**config.mk**
```make
export PLATFORM = sky130hd
export DESIGN_NAME = gb_bus_fabric
export DESIGN_NICKNAME = d
export VERILOG_FILES = /design/src/gb_mem_pkg.sv /design/src/gb_bus_pkg.sv /design/src/gb_reset_seq.sv /design/src/gb_addr_map.sv /design/src/gb_io_decode.sv /design/src/gb_oam_dma.sv /design/src/gb_bus_arbiter.sv /design/src/gb_bus_fabric.sv
export VERILOG_INCLUDE_DIRS = /design/src
export SDC_FILE = /design/constraint.sdc
export NUM_CORES = 1
export LEC_CHECK = 0
export BUFFER_PORTS_ARGS = -buffer_cell sky130_fd_sc_hd__buf_4
export CORE_MARGIN = 2
export CORE_UTILIZATION = 45
export CTS_BUF_LIST = sky130_fd_sc_hd__clkbuf_8
export CTS_CLUSTER_SIZE = 12
export DETAILED_ROUTE_END_ITERATION = 8
export GPL_ROUTABILITY_DRIVEN = 0
export PLACE_DENSITY = 0.88
export SYNTH_ARGS = -nofsm -noshare
export SYNTH_HDL_FRONTEND = slang
export SYNTH_SLANG_ARGS = --single-unit
```
**constraint.sdc**
```tcl
create_clock -name gbclk -period 5.2 [get_ports gbclk]
set_clock_uncertainty 0.2 [all_clocks]
set_input_delay 0.78 -clock gbclk [delete_from_list [all_inputs] [get_ports gbclk]]
set_output_delay 0.78 -clock gbclk [all_outputs]
set_load 0.1 [all_outputs]
```
**src/gb_consts.svh**
```systemverilog
`ifndef GB_CONSTS_SVH
`define GB_CONSTS_SVH

`define GB_ADR_W        16
`define GB_DATA_W       8
`define GB_OPEN_BUS     8'hFF  // Value read when no slave drives the bus.

// Region starts of the CPU memory map. ROM sits below VRAM.
`define GB_VRAM_BASE    16'h8000
`define GB_XRAM_BASE    16'hA000
`define GB_WRAM_BASE    16'hC000  // Echo RAM above 0xE000 falls into this region too.
`define GB_OAM_BASE     16'hFE00
`define GB_IO_BASE      16'hFF00
`define GB_BROM_END     16'h00FF

// Offsets inside the I/O page. A name ending in _END is the last offset of a range.
`define GB_IO_P1        8'h00
`define GB_IO_ELP       8'h01
`define GB_IO_ELP_END   8'h02
`define GB_IO_TIM       8'h04
`define GB_IO_TIM_END   8'h07
`define GB_IO_IF        8'h0F
`define GB_IO_APU       8'h10
`define GB_IO_APU_END   8'h3F
`define GB_IO_PPU       8'h40
`define GB_IO_PPU_END   8'h4F
`define GB_IO_BROM      8'h50
`define GB_IO_HRAM      8'h80
`define GB_IO_HRAM_END  8'hFE
`define GB_IO_IE        8'hFF
`define GB_IO_DMA       8'h46  // Writing a page number here starts the OAM DMA.

`define GB_OAM_LEN      160
`define GB_RST_TICKS_W  4      // Every reset phase lasts 2**GB_RST_TICKS_W cycles.

`endif

```
**src/gb_mem_pkg.sv**
```systemverilog
`default_nettype none
`include "gb_consts.svh"

package gb_mem_pkg;

	// Page and offset halves of a CPU address.
	typedef struct packed {
		logic [`GB_DATA_W-1:0] page;
		logic [`GB_DATA_W-1:0] offset;
	} gb_adr_pg_t;

	// The region decoder reads the flat word. The I/O decoder and the DMA read the halves.
	typedef union packed {
		logic [`GB_ADR_W-1:0] flat;
		gb_adr_pg_t           pg;
	} gb_adr_u;

	typedef struct packed {
		logic brom;
		logic vram;
		logic oam;
		logic wram;
		logic rom;
		logic xram;
		logic io;
	} mem_sel_t;

	typedef struct packed {
		logic p1;
		logic elp;
		logic tim;
		logic if_reg;  // Interrupt flag register of the CPU.
		logic apu;
		logic ppu;
		logic brom;
		logic hram;
		logic ie;
	} io_sel_t;

endpackage

`default_nettype wire

```
**src/gb_bus_pkg.sv**
```systemverilog
`default_nettype none
`include "gb_consts.svh"

package gb_bus_pkg;

	import gb_mem_pkg::*;

	typedef struct packed {
		gb_adr_u               adr;
		logic                  rd;
		logic                  wr;
		logic [`GB_DATA_W-1:0] wdata;
	} cpu_req_t;

	// The PPU reads only. Its address is the offset inside VRAM or OAM.
	typedef struct packed {
		logic [12:0] adr;
		logic        rd;
		logic        need_vram;
		logic        need_oam;
	} ppu_req_t;

	typedef struct packed {
		logic [`GB_ADR_W-1:0]  adr;
		logic                  rd;
		logic                  wr;
		logic [`GB_DATA_W-1:0] wdata;
	} mem_port_t;

	// ROM, cartridge RAM and work RAM share one external bus.
	typedef struct packed {
		mem_port_t port;
		logic      cs_rom;
		logic      cs_xram;
		logic      cs_wram;
	} ext_port_t;

	typedef struct packed {
		logic [`GB_DATA_W-1:0] p1;
		logic [`GB_DATA_W-1:0] elp;
		logic [`GB_DATA_W-1:0] tim;
		logic [`GB_DATA_W-1:0] cpureg;  // IF and IE of the CPU.
		logic [`GB_DATA_W-1:0] apu;
		logic [`GB_DATA_W-1:0] ppu;
		logic [`GB_DATA_W-1:0] brom;
		logic [`GB_DATA_W-1:0] hram;
	} io_rdata_t;

endpackage

`default_nettype wire

```
**src/gb_reset_seq.sv**
```systemverilog
`default_nettype none
`include "gb_consts.svh"

module gb_reset_seq (
	input  logic gbclk,
	input  logic rst_n,
	input  logic hold,
	input  logic cart_rst_n,
	output logic sys_reset,
	output logic reset_done,
	output logic cart_rst_pull
);

	typedef enum logic [1:0] {
		ST_POWER,
		ST_ASSERT,
		ST_RELEASE,
		ST_DONE
	} rst_state_t;

	rst_state_t                 state, state_nx;
	logic [`GB_RST_TICKS_W-1:0] ticks, ticks_nx;
	logic [1:0]                 hold_q;
	logic [1:0]                 cart_q;
	logic                       on_q;
	logic                       gb_on;
	logic                       cart_low;
	logic                       tick_last;

	assign gb_on     = !hold_q[1];
	assign cart_low  = !cart_q[1];
	assign tick_last = &ticks;

	always_ff @(posedge gbclk) begin
		if (!rst_n) begin
			hold_q <= '0;
			cart_q <= '1;  // The cartridge line idles high.
			on_q   <= 1'b1;
			state  <= ST_POWER;
			ticks  <= '0;
		end else begin
			hold_q <= {hold_q[0], hold};
			cart_q <= {cart_q[0], cart_rst_n};
			on_q   <= gb_on;
			state  <= state_nx;
			ticks  <= ticks_nx;
		end
	end

	// The counter wraps to zero on the last tick, which starts the next phase cleanly.
	always_comb begin
		state_nx = state;
		ticks_nx = ticks + 1'b1;
		if (state != ST_POWER && (gb_on != on_q || (state == ST_DONE && cart_low))) begin
			state_nx = ST_ASSERT;
			ticks_nx = '0;
		end else begin
			case (state)
			ST_POWER:
				if (tick_last) state_nx = ST_ASSERT;
			ST_ASSERT:
				if (tick_last) state_nx = ST_RELEASE;
			ST_RELEASE:
				if (gb_on && cart_low)
					ticks_nx = '0;  // Cartridge still holds reset.
				else if (tick_last)
					state_nx = ST_DONE;
			default:
				ticks_nx = ticks;
			endcase
		end
	end

	assign reset_done    = state == ST_DONE;
	assign sys_reset     = !reset_done || !gb_on;
	assign cart_rst_pull = state == ST_ASSERT && gb_on;

endmodule

`default_nettype wire

```
**src/gb_addr_map.sv**
```systemverilog
`default_nettype none
`include "gb_consts.svh"

module gb_addr_map
	import gb_mem_pkg::*;
(
	input  gb_adr_u  adr,
	input  logic     enable,
	input  logic     enable_brom,
	output mem_sel_t sel
);

	// Regions are checked from the top of the map downwards.
	always_comb begin
		sel = '0;
		if (enable) begin
			if (adr.flat >= `GB_IO_BASE)
				sel.io = 1'b1;
			else if (adr.flat >= `GB_OAM_BASE)
				sel.oam = 1'b1;
			else if (adr.flat >= `GB_WRAM_BASE)
				sel.wram = 1'b1;
			else if (adr.flat >= `GB_XRAM_BASE)
				sel.xram = 1'b1;
			else if (adr.flat >= `GB_VRAM_BASE)
				sel.vram = 1'b1;
			else if (enable_brom && adr.flat <= `GB_BROM_END)
				sel.brom = 1'b1;  // The boot ROM covers the start of cartridge ROM.
			else
				sel.rom = 1'b1;
		end
	end

endmodule

`default_nettype wire

```
**src/gb_io_decode.sv**
```systemverilog
`default_nettype none
`include "gb_consts.svh"

module gb_io_decode
	import gb_mem_pkg::*, gb_bus_pkg::*;
(
	input  logic                  gbclk,
	input  logic                  rst_n,
	input  logic                  sys_reset,
	input  cpu_req_t              cpu,
	input  logic                  io,
	output io_sel_t               sel,
	output logic                  brom_hidden,
	output logic                  dma_start,
	output logic [`GB_DATA_W-1:0] dma_page
);

	logic [`GB_DATA_W-1:0] ofs;
	logic                  dma_wr;

	assign ofs = cpu.adr.pg.offset;

	always_comb begin
		sel = '0;
		if (io) begin
			sel.p1     = ofs == `GB_IO_P1;
			sel.elp    = ofs >= `GB_IO_ELP && ofs <= `GB_IO_ELP_END;
			sel.tim    = ofs >= `GB_IO_TIM && ofs <= `GB_IO_TIM_END;
			sel.if_reg = ofs == `GB_IO_IF;
			sel.apu    = ofs >= `GB_IO_APU && ofs <= `GB_IO_APU_END;
			sel.ppu    = ofs >= `GB_IO_PPU && ofs <= `GB_IO_PPU_END;
			sel.brom   = ofs == `GB_IO_BROM;
			sel.hram   = ofs >= `GB_IO_HRAM && ofs <= `GB_IO_HRAM_END;
			sel.ie     = ofs == `GB_IO_IE;
		end
	end

	// The DMA register lives inside the PPU range.
	assign dma_wr = cpu.wr && sel.ppu && ofs == `GB_IO_DMA;

	always_ff @(posedge gbclk) begin
		if (!rst_n || sys_reset) begin
			brom_hidden <= 1'b0;
			dma_start   <= 1'b0;
		end else begin
			if (cpu.wr && sel.brom && cpu.wdata != '0)
				brom_hidden <= 1'b1;  // Once hidden the boot ROM stays hidden until reset.
			dma_start <= dma_wr;
		end
	end

	always_ff @(posedge gbclk) begin
		if (dma_wr)
			dma_page <= cpu.wdata;
	end

endmodule

`default_nettype wire

```
**src/gb_oam_dma.sv**
```systemverilog
`default_nettype none
`include "gb_consts.svh"

module gb_oam_dma
	import gb_mem_pkg::*, gb_bus_pkg::*;
(
	input  logic                  gbclk,
	input  logic                  rst_n,
	input  logic                  sys_reset,
	input  logic                  start,
	input  logic [`GB_DATA_W-1:0] page,
	output logic                  active,
	output gb_adr_u               src_adr,
	output mem_port_t             oam_wr,
	input  logic [`GB_DATA_W-1:0] src_rdata
);

	logic [`GB_DATA_W-1:0] page_q;
	logic [`GB_DATA_W-1:0] idx;

	always_ff @(posedge gbclk) begin
		if (!rst_n || sys_reset) begin
			active <= 1'b0;
			idx    <= '0;
		end else if (start) begin
			active <= 1'b1;  // A new start also restarts a running copy.
			idx    <= '0;
		end else if (active) begin
			if (idx == `GB_DATA_W'(`GB_OAM_LEN - 1)) begin
				active <= 1'b0;
				idx    <= '0;
			end else begin
				idx <= idx + 1'b1;
			end
		end
	end

	always_ff @(posedge gbclk) begin
		if (start)
			page_q <= page;
	end

	assign src_adr.pg = {page_q, idx};

	// Each source byte goes to OAM in the cycle it is read.
	always_comb begin
		oam_wr       = '0;
		oam_wr.adr   = {{(`GB_ADR_W - `GB_DATA_W){1'b0}}, idx};
		oam_wr.wr    = active;
		oam_wr.wdata = src_rdata;
	end

endmodule

`default_nettype wire

```
**src/gb_bus_arbiter.sv**
```systemverilog
`default_nettype none
`include "gb_consts.svh"

module gb_bus_arbiter
	import gb_mem_pkg::*, gb_bus_pkg::*;
(
	input  cpu_req_t              cpu,
	input  mem_sel_t              cpu_sel,
	input  io_sel_t               io_sel,
	input  ppu_req_t              ppu,
	input  logic                  dma_active,
	input  gb_adr_u               dma_src,
	input  mem_sel_t              dma_sel,
	input  mem_port_t             dma_oam,
	output mem_port_t             vram,
	output mem_port_t             oam,
	output ext_port_t             ext,
	input  logic [`GB_DATA_W-1:0] vram_rdata,
	input  logic [`GB_DATA_W-1:0] oam_rdata,
	input  logic [`GB_DATA_W-1:0] ext_rdata,
	input  io_rdata_t             io_rdata,
	output logic [`GB_DATA_W-1:0] cpu_rdata,
	output logic [`GB_DATA_W-1:0] dma_rdata
);

	logic cpu_ext, dma_ext;
	logic vram_blk, oam_blk, ext_blk;

	assign cpu_ext = cpu_sel.rom || cpu_sel.xram || cpu_sel.wram;
	assign dma_ext = dma_sel.rom || dma_sel.xram || dma_sel.wram;

	assign vram_blk = ppu.need_vram || (dma_active && dma_sel.vram);
	assign oam_blk  = ppu.need_oam || dma_active;
	assign ext_blk  = dma_active && dma_ext;

	// VRAM and OAM ports carry the offset inside their memory.
	always_comb begin
		vram = '0;
		if (ppu.need_vram) begin
			vram.adr = {3'b000, ppu.adr};
			vram.rd  = ppu.rd;
		end else if (dma_active && dma_sel.vram) begin
			vram.adr = {3'b000, dma_src.flat[12:0]};
			vram.rd  = 1'b1;
		end else if (cpu_sel.vram) begin
			vram.adr   = {3'b000, cpu.adr.flat[12:0]};
			vram.rd    = cpu.rd;
			vram.wr    = cpu.wr;
			vram.wdata = cpu.wdata;
		end
	end

	always_comb begin
		oam = '0;
		if (ppu.need_oam) begin
			oam.adr = {8'h00, ppu.adr[7:0]};
			oam.rd  = ppu.rd;
		end else if (dma_active) begin
			oam = dma_oam;
		end else if (cpu_sel.oam) begin
			oam.adr   = {8'h00, cpu.adr.pg.offset};
			oam.rd    = cpu.rd;
			oam.wr    = cpu.wr;
			oam.wdata = cpu.wdata;
		end
	end

	always_comb begin
		ext = '0;
		if (ext_blk) begin
			ext.port.adr = dma_src.flat;
			ext.port.rd  = 1'b1;
			ext.cs_rom   = dma_sel.rom;
			ext.cs_xram  = dma_sel.xram;
			ext.cs_wram  = dma_sel.wram;
		end else begin
			ext.port.adr   = cpu.adr.flat;
			ext.port.rd    = cpu.rd && cpu_ext;
			ext.port.wr    = cpu.wr && cpu_ext;
			ext.port.wdata = cpu.wdata;
			ext.cs_rom     = cpu_sel.rom;
			ext.cs_xram    = cpu_sel.xram;
			ext.cs_wram    = cpu_sel.wram;
		end
	end

	// At most one select is high, so the order of the items does not matter.
	always_comb begin
		cpu_rdata = `GB_OPEN_BUS;
		unique0 case (1'b1)
		io_sel.hram:                  cpu_rdata = io_rdata.hram;
		io_sel.p1:                    cpu_rdata = io_rdata.p1;
		io_sel.elp:                   cpu_rdata = io_rdata.elp;
		io_sel.tim:                   cpu_rdata = io_rdata.tim;
		io_sel.apu:                   cpu_rdata = io_rdata.apu;
		io_sel.ppu:                   cpu_rdata = io_rdata.ppu;
		io_sel.if_reg || io_sel.ie:   cpu_rdata = io_rdata.cpureg;
		cpu_sel.brom:                 cpu_rdata = io_rdata.brom;
		cpu_sel.vram && !vram_blk:    cpu_rdata = vram_rdata;
		cpu_sel.oam && !oam_blk:      cpu_rdata = oam_rdata;
		cpu_ext && !ext_blk:          cpu_rdata = ext_rdata;
		endcase
	end

	always_comb begin
		dma_rdata = `GB_OPEN_BUS;
		if (dma_sel.vram && !ppu.need_vram)
			dma_rdata = vram_rdata;
		else if (dma_ext)
			dma_rdata = ext_rdata;
	end

endmodule

`default_nettype wire

```
**src/gb_bus_fabric.sv**
```systemverilog
`default_nettype none
`include "gb_consts.svh"

module gb_bus_fabric
	import gb_mem_pkg::*, gb_bus_pkg::*;
(
	input  logic                  gbclk,
	input  logic                  rst_n,
	input  logic                  hold,
	input  logic                  cart_rst_n,
	output logic                  cart_rst_pull,
	output logic                  sys_reset,
	output logic                  reset_done,
	input  cpu_req_t              cpu_req,
	output logic [`GB_DATA_W-1:0] cpu_rdata,
	input  ppu_req_t              ppu_req,
	output mem_port_t             vram,
	input  logic [`GB_DATA_W-1:0] vram_rdata,
	output mem_port_t             oam,
	input  logic [`GB_DATA_W-1:0] oam_rdata,
	output ext_port_t             ext,
	input  logic [`GB_DATA_W-1:0] ext_rdata,
	output io_sel_t               io_sel,
	input  io_rdata_t             io_rdata
);

	mem_sel_t              cpu_sel;
	mem_sel_t              dma_sel;
	logic                  brom_hidden;
	logic                  dma_start;
	logic [`GB_DATA_W-1:0] dma_page;
	logic                  dma_active;
	gb_adr_u               dma_src;
	mem_port_t             dma_oam;
	logic [`GB_DATA_W-1:0] dma_rdata;

	gb_reset_seq reset_seq_i (
		.gbclk(gbclk), .rst_n(rst_n), .hold(hold), .cart_rst_n(cart_rst_n),
		.sys_reset(sys_reset), .reset_done(reset_done), .cart_rst_pull(cart_rst_pull)
	);

	gb_addr_map cpu_map_i (
		.adr(cpu_req.adr), .enable(1'b1), .enable_brom(!brom_hidden), .sel(cpu_sel)
	);

	// The DMA never reads the boot ROM.
	gb_addr_map dma_map_i (
		.adr(dma_src), .enable(dma_active), .enable_brom(1'b0), .sel(dma_sel)
	);

	gb_io_decode io_decode_i (
		.gbclk(gbclk), .rst_n(rst_n), .sys_reset(sys_reset), .cpu(cpu_req),
		.io(cpu_sel.io), .sel(io_sel), .brom_hidden(brom_hidden),
		.dma_start(dma_start), .dma_page(dma_page)
	);

	gb_oam_dma oam_dma_i (
		.gbclk(gbclk), .rst_n(rst_n), .sys_reset(sys_reset), .start(dma_start),
		.page(dma_page), .active(dma_active), .src_adr(dma_src), .oam_wr(dma_oam),
		.src_rdata(dma_rdata)
	);

	gb_bus_arbiter bus_arbiter_i (
		.cpu(cpu_req), .cpu_sel(cpu_sel), .io_sel(io_sel), .ppu(ppu_req),
		.dma_active(dma_active), .dma_src(dma_src), .dma_sel(dma_sel), .dma_oam(dma_oam),
		.vram(vram), .oam(oam), .ext(ext),
		.vram_rdata(vram_rdata), .oam_rdata(oam_rdata), .ext_rdata(ext_rdata),
		.io_rdata(io_rdata), .cpu_rdata(cpu_rdata), .dma_rdata(dma_rdata)
	);

endmodule

`default_nettype wire

```
## Word level (Yosys, flattened, before mapping)

Index checks and enable logic that the tools add are counted.

| cells by class | value |
|---|---|
| bitwise logic cells | 1 |
| $lt $le $gt $ge | 21 |
| add/subtract/negate cells | 2 |
| eq/ne operators | 17 |
| reduce and logical (&&, ||, !) cells | 54 |
| muxes and demuxes | 58 |

Operators with widths:

| operator | number |
|---|---|
| $ge 16x16->1 const B | 10 |
| $pmux 8 s11 | 1 |
| $mux 9 | 6 |
| $mux 18 | 2 |
| $mux 17 | 2 |
| $mux 1 | 24 |
| $mux 8 | 3 |
| $mux 23 | 1 |
| $logic_and 1x1->1 | 22 |
| $mux 2 | 9 |
| $eq 8x7->1 const B | 2 |
| $eq 8x8->1 const B | 2 |
| $le 16x8->1 const B | 1 |
| $mux 14 | 1 |
| $mux 6 | 2 |
| $logic_or 1x1->1 | 10 |
| $reduce_and 5->1 | 2 |
| $logic_not 1->1 | 9 |
| $mux 3 | 3 |
| $ne 3x1->1 const B | 3 |
| $add 8x1->8 const B | 1 |
| $eq 8x4->1 const B | 1 |
| $ge 8x1->1 const B | 1 |
| $ge 8x3->1 const B | 1 |
| 28 further kinds | 34 |

| storage, ports and cells | value |
|---|---|
| flip-flop bits (word level) | 38 |
| input bits | 134 |

## Longest topological paths before layout

Gate-level depths: netlist (run 1).

| depth | value |
|---|---|
| depth in word-level cells | 13 |
| mapped depth | 8 |
| gate-level depth less buffers | 7 |

## Cells and area by module

A second synthesis (run 1) with hierarchy kept.

| second synthesis, totals | value |
|---|---|
| cell total of the unflattened synthesis | 445 |
| area, all modules | 3737.3 um^2 |

Modules (own cells, without submodules):

| module | seq. area each (um^2) | cells an instance | instances | area each (um^2) |
|---|---|---|---|---|
| gb_bus_arbiter | 0.0 | 234 | 1 | 1626.6 |
| gb_oam_dma | 420.4 | 81 | 1 | 855.8 |
| gb_reset_seq | 220.2 | 56 | 1 | 541.8 |
| gb_io_decode | 280.3 | 41 | 1 | 486.7 |
| gb_addr_map | 0.0 | 15 | 2 | 107.6 |
| gb_bus_fabric | 0.0 | 3 | 1 | 11.3 |

## Worst setup path before layout (run 1)

OpenSTA, ideal clock, no wires.

| timing path | value |
|---|---|
| kind | in2out |
| start point | input cpu_req[17] (netlist bit) |
| end point | output cpu_rdata[0] |
| setup slack | -1.361 ns |
| stages | 6 |
| arrival time | 5.581 ns |
| data required time | 4.220 ns |
| cell sequence | clkbuf_1 > or2_2 > nor4_1 > a22o_1 > a211oi_1 > nand4_1 |

RTL lines:

| element | RTL line | text |
|---|---|---|
| start, declared | gb_bus_fabric.sv:14 | `input cpu_req_t cpu_req,` |
| end, declared | gb_bus_fabric.sv:15 | `` output logic [`GB_DATA_W-1:0] cpu_rdata, `` |

==> results of run 1 <==
routing by layer:
layer	track usage, %	part of all wire (%)
met1	40.8	38
met2	54.2	48
met3	7.95	12
met4	7.37	2.2
met5	0	0
layout make-up:
class,count,area [µm²],share of cell area [%]
flip-flops and latches,38,921,17.0
clock buffers,5,68.8,1.27
well taps,102,128,2.36
inverters,9,33.8,0.624
multi-input cells,390,2520,46.7
clock inverters,3,16.3,0.301
repair buffers,229,1720,31.8
power groups by stage:
stage | logic (W) | clock network (W) | registers [W]
after floorplan | 0.000373 | 0 | 0.000328
after global placement | 0.000523 | 0 | 0.000329
after detailed placement | 0.000530 | 0 | 0.000330
after CTS | 0.000531 | 0.000202 | 0.000324
after global routing | 0.000556 | 0.000213 | 0.000324
final | 0.000534 | 0.000199 | 0.000324
worst max-delay path, cell delays in order:
cell	delay [ns]
buf_4	0.12
nand4_1	0.53
or2_1	0.47
nor3_1	0.80
a21oi_1	0.16
nor2_1	0.16
buf_4	0.31
through the flow:
stage	utilization (%)	power [W]
after global placement	68.6	0.000852
after CTS	69.7	0.00106
after floorplan	-	0.000701
after global routing	69.7	0.00109
after detailed placement	68.6	0.000860
final	69.7	0.00106
registers in the layout, indices dropped and copies added (netlist names):
register / flops
reset_seq_i.cart_q: 2
reset_seq_i.state: 2
oam_dma_i.idx: 8
reset_seq_i.on_q: 1
oam_dma_i.active: 1
reset_seq_i.ticks: 4
io_decode_i.dma_page: 8
io_decode_i.dma_start: 1
reset_seq_i.hold_q: 2
io_decode_i.brom_hidden: 1
oam_dma_i.page_q: 8
logic make-up after synthesis:
kind of cell             share of synthesized area (%)
AND/OR/NAND/NOR                                   31.3
XOR/XNOR                                          2.40
flip-flops                                        25.3
adder cells (fa/ha/maj)                           3.09
other                                            0.103
multiplexers                                      4.88
AO/OA/AOI/OAI                                     25.7
buffers and inverters                             7.25
Yosys cell counts, types with 5 or more instances:
library cell and count:
xor2_1 8, a22o_1 9, o22ai_1 10, clkbuf_1 32, a22oi_1 28, nor2_1 40, nor4_1 5, and2_1 26
mux2_2 14, a32o_1 6, inv_1 9, nand3_1 8, buf_4 11, a221oi_1 8, ha_1 9, edfxtp_1 16
nand2b_1 10, o21ai_0 16, a21oi_1 19, nand2_1 49, o21ai_1 17, dfxtp_1 22, nand4_1 17, nor3_1 13
path summary, 6_finish.rpt:
kind                                              to               startpoint  slack [ns]  cells past startpoint
worst min-delay path             oam_dma_i.page_q[2]  io_decode_i.dma_page[2]        0.22                      0
worst max register to register  reset_seq_i.state[0]     reset_seq_i.state[0]        3.07                      7
worst max-delay path                          oam[7]              cpu_req[25]        0.90                      7
worst min register to register   oam_dma_i.page_q[2]  io_decode_i.dma_page[2]        0.22                      0
==> run_results.csv, run 1 <==
group,metric,value,unit
timing,maxSlewHeadroom,30.3,%
routing,route.vias.total,4647,
timing,fmax,232,MHz
die,initial_core_util,46.9,%
hold_path,min_path_type,"reg -> reg",
yosys,yosysTopAreaCell,"edfxtp_1",
power_and_ir_drop,vdd_ir_drop_max,0.152,mV
routing,routedWlPerCell,19.4,µm
timing,holdWs,0.219,ns
timing,setup_viol,0,
setup_path,crit_fanout,12,
yosys,yosysWarnings,0,
routing,drc,0,
placement,dpl.hpwl,12.0,mm
placement,post-place-ws,0.998,ns
yosys,synth_cell_types,60,
cells_and_area,fin_cells,776,
job,drv_cap,0,
yosys,syn_avg_cell_area,7.70,µm²
yosys,synthCells,473,
setup_path,critPathCaptureType,"primary output",
placement,place_inst,768,
global_routing,gr-total-overflow,0,
timing,fin_tns_setup,0,ns
die,dieArea,0.00883,mm²
yosys,synth_seq_cells,38,
routing,dr.pass1.iters,5,
timing,grt_setup_unrepaired,"false",
clocking,cts_setup_buffers,0,
clocking,clock_path_buffers,2,
timing,min_period,4.30,ns
clocking,clk_pin_slew_worst_paths,0.08,ns
cells_and_area,fin_nets,816,
power_and_ir_drop,intPower,0.000557,W
setup_path,start_kind,"input port",
cells_and_area,n_antenna_cell,0,
routing,ant_nets,0,
global_routing,first_global_vias,4329,
yosys,synth_ff_type,"dfxtp_1",
power_and_ir_drop,seq_power_share,30.6,%
power_and_ir_drop,switching_power,0.000500,W
timing,finalCritPeriodShare,82.8,%
timing,finalHoldViolCount,0,
power_and_ir_drop,power_frac_comb,50.5,%
placement,io_buffers,223,
routing,routed_wl,15.0,mm
yosys,ys_seq_area_share,25.3,%
setup_path,required,4.22,ns
global_routing,grtUsageTotal,31.9,%
power_and_ir_drop,powerDensity,195,mW/mm²
clocking,clockRootBuffer,"clkbuf_8",
clocking,htree_levels,2,
die,core_area,0.00777,mm²
global_routing,antenna_found_initial,1,
power_and_ir_drop,clkPwrFrac,18.8,%
timing,timing.final.max_slew_violations,0,
clocking,cts_buffers,5,
setup_path,path_class,"in -> out",
cells_and_area,n_fill_cell,649,
timing,setup_ws,0.895,ns
die,ios,235,
die,die_w,94.0,µm
timing,tightest_slew,1.04,ns
power_and_ir_drop,leakagePower,2.35,nW
setup_path,arrival,3.32,ns
yosys,synth.area.top_cells,"edfxtp_1, dfxtp_1, a22oi_1",
cells_and_area,layout_commonest_cell,"buf_4",
routing,vias_per_cell,5.99,
status,status,"complete, no violations",
clocking,clkSinkCount,38,
power_and_ir_drop,p_sw_share,47.3,%
clocking,clk_latency,0.30,ns
clocking,cts_tree,"yes",
die,rows,32,
yosys,synth_edf_count,16,
routing,drt_iter0_drc,426,
clocking,cts_resized,0,
yosys,synthDominantCellAreaShare,13.2,%
global_routing,grt_max_degree,38,
clocking,cts_hold_buf,0,
placement,dpl-instance-area,0.00533,mm²
cells_and_area,area_delta_synth_final,48.6,%
global_routing,grt_first_pass_wirelength,22.1,mm
cells_and_area,final_cell_mix,"buf_4, nand2_1, nor2_1, a22oi_1, and2_1",
yosys,synthArstFlopShare,0,%
yosys,syn_area,0.00364,mm²
cells_and_area,final_area,0.00541,mm²
cells_and_area,drive_above_1_share,39.3,%
die,die_y,94.0,µm
Power figures use the tool's default switching activity.
==> inputs of run 2 (changes only) <==
--- a/config.mk
+++ b/config.mk
@@ -8,12 +8,12 @@
 export LEC_CHECK = 0
 export BUFFER_PORTS_ARGS = -buffer_cell sky130_fd_sc_hd__buf_4
 export CORE_MARGIN = 2
-export CORE_UTILIZATION = 45
+export CORE_UTILIZATION = 44
 export CTS_BUF_LIST = sky130_fd_sc_hd__clkbuf_8
 export CTS_CLUSTER_SIZE = 12
 export DETAILED_ROUTE_END_ITERATION = 8
 export GPL_ROUTABILITY_DRIVEN = 0
-export PLACE_DENSITY = 0.88
+export PLACE_DENSITY = 0.86
 export SYNTH_ARGS = -nofsm -noshare
 export SYNTH_HDL_FRONTEND = slang
 export SYNTH_SLANG_ARGS = --single-unit
==> constraint.sdc (replaced) <==
create_clock -name gbclk -period 4.2 [get_ports gbclk]
set_clock_uncertainty 0.2 [all_clocks]
set_input_delay 0.63 -clock gbclk [delete_from_list [all_inputs] [get_ports gbclk]]
set_output_delay 0.63 -clock gbclk [all_outputs]
set_load 0.1 [all_outputs]
==> run_results.csv, run 2 (synthesized netlist as in run 1, its figures left out) <==
group,metric,value,unit
die,dieArea,0.00902,mm²
cells_and_area,layout_commonest_cell,"buf_4",
timing,min_period,3.67,ns
setup_path,crit_fanout,12,
routing,routedWlPerCell,18.7,µm
clocking,clkSinkCount,38,
die,die_w,95.0,µm
power_and_ir_drop,leakagePower,2.38,nW
global_routing,grt_first_pass_wirelength,21.2,mm
cells_and_area,largestRegisters,"io_decode_i.dma_page: 8 flops, oam_dma_i.idx: 8 flops, oam_dma_i.page_q: 8 flops",
global_routing,gr-total-overflow,0,
cells_and_area,final_cell_mix,"buf_4, nand2_1, nor2_1, a22oi_1, and2_1",
power_and_ir_drop,power,0.00138,W
die,ios,235,
clocking,clock_path_buffers,2,
clocking,clk_pin_slew_worst_paths,0.07,ns
cells_and_area,area_delta_synth_final,50.8,%
timing,fmax,273,MHz
die,die_y,95.0,µm
setup_path,arrival,2.84,ns
power_and_ir_drop,intPower,0.000755,W
timing,timing.final.max_slew_violations,0,
clocking,cts_resized,0,
routing,drt_iter0_drc,437,
clocking,cts_setup_buffers,0,
routing,drc,0,
routing,ant_nets,0,
status,status,"complete, no violations",
placement,post-place-ws,0.561,ns
power_and_ir_drop,powerDensity,250,mW/mm²
global_routing,grtUsageTotal,30.5,%
timing,finalHoldViolCount,0,
routing,vias_per_cell,5.90,
clocking,htree_levels,2,
clocking,clk_latency,0.29,ns
clocking,clockRootBuffer,"clkbuf_8",
clocking,cts_buffers,5,
setup_path,required,3.37,ns
clocking,cts_hold_buf,0,
timing,setup_ws,0.530,ns
routing,dr.pass1.iters,6,
global_routing,grt_max_degree,37,
timing,finalCritPeriodShare,87.4,%
global_routing,first_global_vias,4126,
die,initial_core_util,44.8,%
power_and_ir_drop,vdd_ir_drop_max,0.203,mV
timing,setup_viol,0,
timing,grt_setup_unrepaired,"false",
timing,maxSlewHeadroom,30.7,%
timing,tightest_slew,1.03,ns
cells_and_area,fin_cells,785,
cells_and_area,n_antenna_cell,0,
global_routing,antenna_found_initial,0,
cells_and_area,drive_above_1_share,40.0,%
hold_path,min_path_type,"reg -> reg",
routing,routed_wl,14.7,mm
power_and_ir_drop,switching_power,0.000620,W
setup_path,critPathCaptureType,"primary output",
power_and_ir_drop,clkPwrFrac,22.5,%
placement,io_buffers,223,
die,rows,33,
power_and_ir_drop,power_frac_comb,48.3,%
placement,dpl.hpwl,11.6,mm
placement,place_inst,777,
setup_path,start_kind,"input port",
cells_and_area,final_util,67.5,%
cells_and_area,fin_nets,822,
routing,route.vias.total,4630,
job,drv_cap,0,
die,core_area,0.00813,mm²
setup_path,path_class,"in -> out",
power_and_ir_drop,seq_power_share,29.2,%
clocking,cts_tree,"yes",
power_and_ir_drop,p_sw_share,45.1,%
[run 2: layer usage]
metal | GRT usage [%] | up-vias | part of all wire, %
li1 | - | 2160 | -
met1 | 41.7 | 2119 | 40
met2 | 48.8 | 309 | 47
met3 | 7.02 | 42 | 10
met4 | 7.73 | 0 | 2.3
met5 | 0 | - | 0
[run 2: power by group through the flow]
stage,clock network (W),logic (W),registers (W)
4_1_cts,0.000314,0.000659,0.000401
3_5_place_dp,0,0.000656,0.000409
2_1_floorplan,0,0.000463,0.000407
6_report,0.000310,0.000664,0.000401
5_1_grt,0.000330,0.000691,0.000402
3_3_place_gp,0,0.000649,0.000408
[run 2: path summary, 6_finish.rpt]
kind | from | to | slack, ns | cells past startpoint
min | reset_seq_i.cart_q[0] | reset_seq_i.cart_q[1] | 0.21 | 1
min reg2reg | reset_seq_i.cart_q[0] | reset_seq_i.cart_q[1] | 0.21 | 1
max | cpu_req[17] | cpu_rdata[1] | 0.53 | 7
max reg2reg | reset_seq_i.state[0] | reset_seq_i.state[0] | 1.98 | 7
[run 2: cell type report]
type / count / area, µm²
Clock buffer: 5 / 68.8
Multi-Input combinational cell: 390 / 2530
Tap cell: 105 / 131
Clock inverter: 3 / 45.0
Timing Repair Buffer: 235 / 1760
Sequential cell: 38 / 921
Inverter: 9 / 33.8
Fill cell: 673 / 2640
[run 2: worst max-delay path: stages]
cell	delay [ns]
buf_4	0.16
or4_4	0.61
or4_1	0.70
nor3_2	0.22
a2111oi_1	0.07
nand4_1	0.13
buf_4	0.32
[run 2: stage by stage]
step,instance area (µm²),setup TNS [ns],hold slack (ns)
floorplan,3700,-1.74,0.186
global route,5490,0,0.231
global placement,5380,0,0.188
CTS,5490,0,0.214
detailed placement,5380,0,0.197
finish,5490,0,0.213
==> inputs of run 3 (changes only) <==
--- a/config.mk
+++ b/config.mk
@@ -13,7 +13,7 @@
 export CTS_CLUSTER_SIZE = 12
 export DETAILED_ROUTE_END_ITERATION = 8
 export GPL_ROUTABILITY_DRIVEN = 0
-export PLACE_DENSITY = 0.86
+export PLACE_DENSITY = 0.8
 export SYNTH_ARGS = -nofsm -noshare
 export SYNTH_HDL_FRONTEND = slang
 export SYNTH_SLANG_ARGS = --single-unit
==> run_results.csv, run 3 (synthesized netlist as in run 1, its figures left out) <==
group,metric,value,unit
routing,drc,0,
global_routing,grtUsageTotal,31.7,%
setup_path,critPathCaptureType,"primary output",
die,ios,235,
die,core_area,0.00813,mm²
global_routing,antenna_found_initial,0,
clocking,cts_setup_buffers,0,
die,die_y,95.0,µm
timing,maxSlewHeadroom,36.5,%
setup_path,arrival,2.87,ns
hold_path,min_path_type,"reg -> reg",
timing,setup_viol,0,
global_routing,first_global_vias,4185,
die,dieArea,0.00902,mm²
timing,min_period,3.70,ns
clocking,clk_latency,0.29,ns
routing,drt_iter0_drc,555,
power_and_ir_drop,leakagePower,2.40,nW
job,drv_cap,0,
placement,io_buffers,223,
timing,tightest_slew,0.946,ns
timing,holdWs,0.217,ns
global_routing,gr-total-overflow,0,
clocking,clock_path_buffers,2,
cells_and_area,layout_commonest_cell,"buf_4",
cells_and_area,fin_nets,823,
routing,routed_wl,15.0,mm
routing,route.vias.total,4636,
clocking,clockRootBuffer,"clkbuf_8",
die,die_w,95.0,µm
routing,routedWlPerCell,19.1,µm
setup_path,required,3.37,ns
clocking,clk_pin_slew_worst_paths,0.07,ns
routing,ant_nets,0,
placement,dpl-instance-area,0.00539,mm²
global_routing,grt_first_pass_wirelength,22.0,mm
placement,dpl.hpwl,12.1,mm
clocking,cts_buffers,5,
clocking,cts_resized,0,
global_routing,grt_max_degree,37,
routing,dr.pass1.iters,6,
die,rows,33,
power_and_ir_drop,powerDensity,251,mW/mm²
timing,finalCritPeriodShare,88.0,%
timing,finalHoldViolCount,0,
status,status,"complete, no violations",
cells_and_area,final_cell_mix,"buf_4, nand2_1, nor2_1, a22oi_1, and2_1",
die,initial_core_util,44.8,%
clocking,htree_levels,2,
timing,timing.final.max_slew_violations,0,
power_and_ir_drop,power,0.00138,W
setup_path,start_kind,"input port",
cells_and_area,n_antenna_cell,0,
cells_and_area,largestRegisters,"io_decode_i.dma_page: 8 flops, oam_dma_i.idx: 8 flops, oam_dma_i.page_q: 8 flops",
clocking,cts_hold_buf,0,
timing,fmax,270,MHz
cells_and_area,drive_above_1_share,39.9,%
cells_and_area,area_delta_synth_final,51.0,%
cells_and_area,final_area,0.00550,mm²
setup_path,crit_fanout,19,
routing,vias_per_cell,5.90,
setup_path,path_class,"in -> out",
power_and_ir_drop,vdd_ir_drop_max,0.195,mV
clocking,cts_tree,"yes",
clocking,clkSinkCount,38,
timing,grt_setup_unrepaired,"false",
[run 3: cell types whose count changed in the layout (fill, tap and decap cells not counted)]
cell | before | now
clkbuf_8 | 5 | 6
inv_1 | 9 | 10
buf_4 | 235 | 236
clkinvlp_4 | 2 | 0
[run 3: cell type report]
type / instances / area (µm²)
Fill cell: 664 / 2630
Tap cell: 105 / 131
Clock inverter: 2 / 33.8
Sequential cell: 38 / 921
Clock buffer: 6 / 82.6
Timing Repair Buffer: 236 / 1770
Inverter: 9 / 33.8
Multi-Input combinational cell: 390 / 2530
[run 3: per-stage QoR]
stage | TNS, ns | cells | setup WS, ns | util (%)
2_1_floorplan | -1.74 | 483 | -0.292 | -
3_3_place_gp | 0 | 778 | 0.565 | 66.2
3_5_place_dp | 0 | 778 | 0.537 | 66.2
4_1_cts | 0 | 786 | 0.530 | 67.6
5_1_grt | 0 | 786 | 0.428 | 67.6
6_report | 0 | 786 | 0.502 | 67.6
[run 3: report_power, final]
part / internal, W / switching [W] / total [W]
clock: 0.000191 / 0.000127 / 0.000318
sequential: 0.000392 / 0.00000904 / 0.000401
combinational: 0.000186 / 0.000476 / 0.000663
[run 3: layer usage]
layer	share of wire, %	global-route usage, %	up-vias
met5	0	0	-
met4	2.3	9.66	0
met3	11	6.62	42
met2	47	50.1	338
met1	40	43.4	2100
li1	-	-	2156
[run 3: worst max-delay path, stage by stage]
cell and delay, ns:
buf_4 0.17, or4_4 0.59, or4_1 0.70, nor3_2 0.20
a2111oi_1 0.07, nand4_1 0.17, buf_4 0.32
[run 3: path summary, 6_finish.rpt]
check,slack (ns),endpoint,startpoint,cells past startpoint
worst min-delay path,0.22,reset_seq_i.cart_q[1],reset_seq_i.cart_q[0],1
worst max register to register,2.11,reset_seq_i.state[0],reset_seq_i.state[0],7
worst min register to register,0.22,reset_seq_i.cart_q[1],reset_seq_i.cart_q[0],1
worst max-delay path,0.50,cpu_rdata[1],cpu_req[16],7
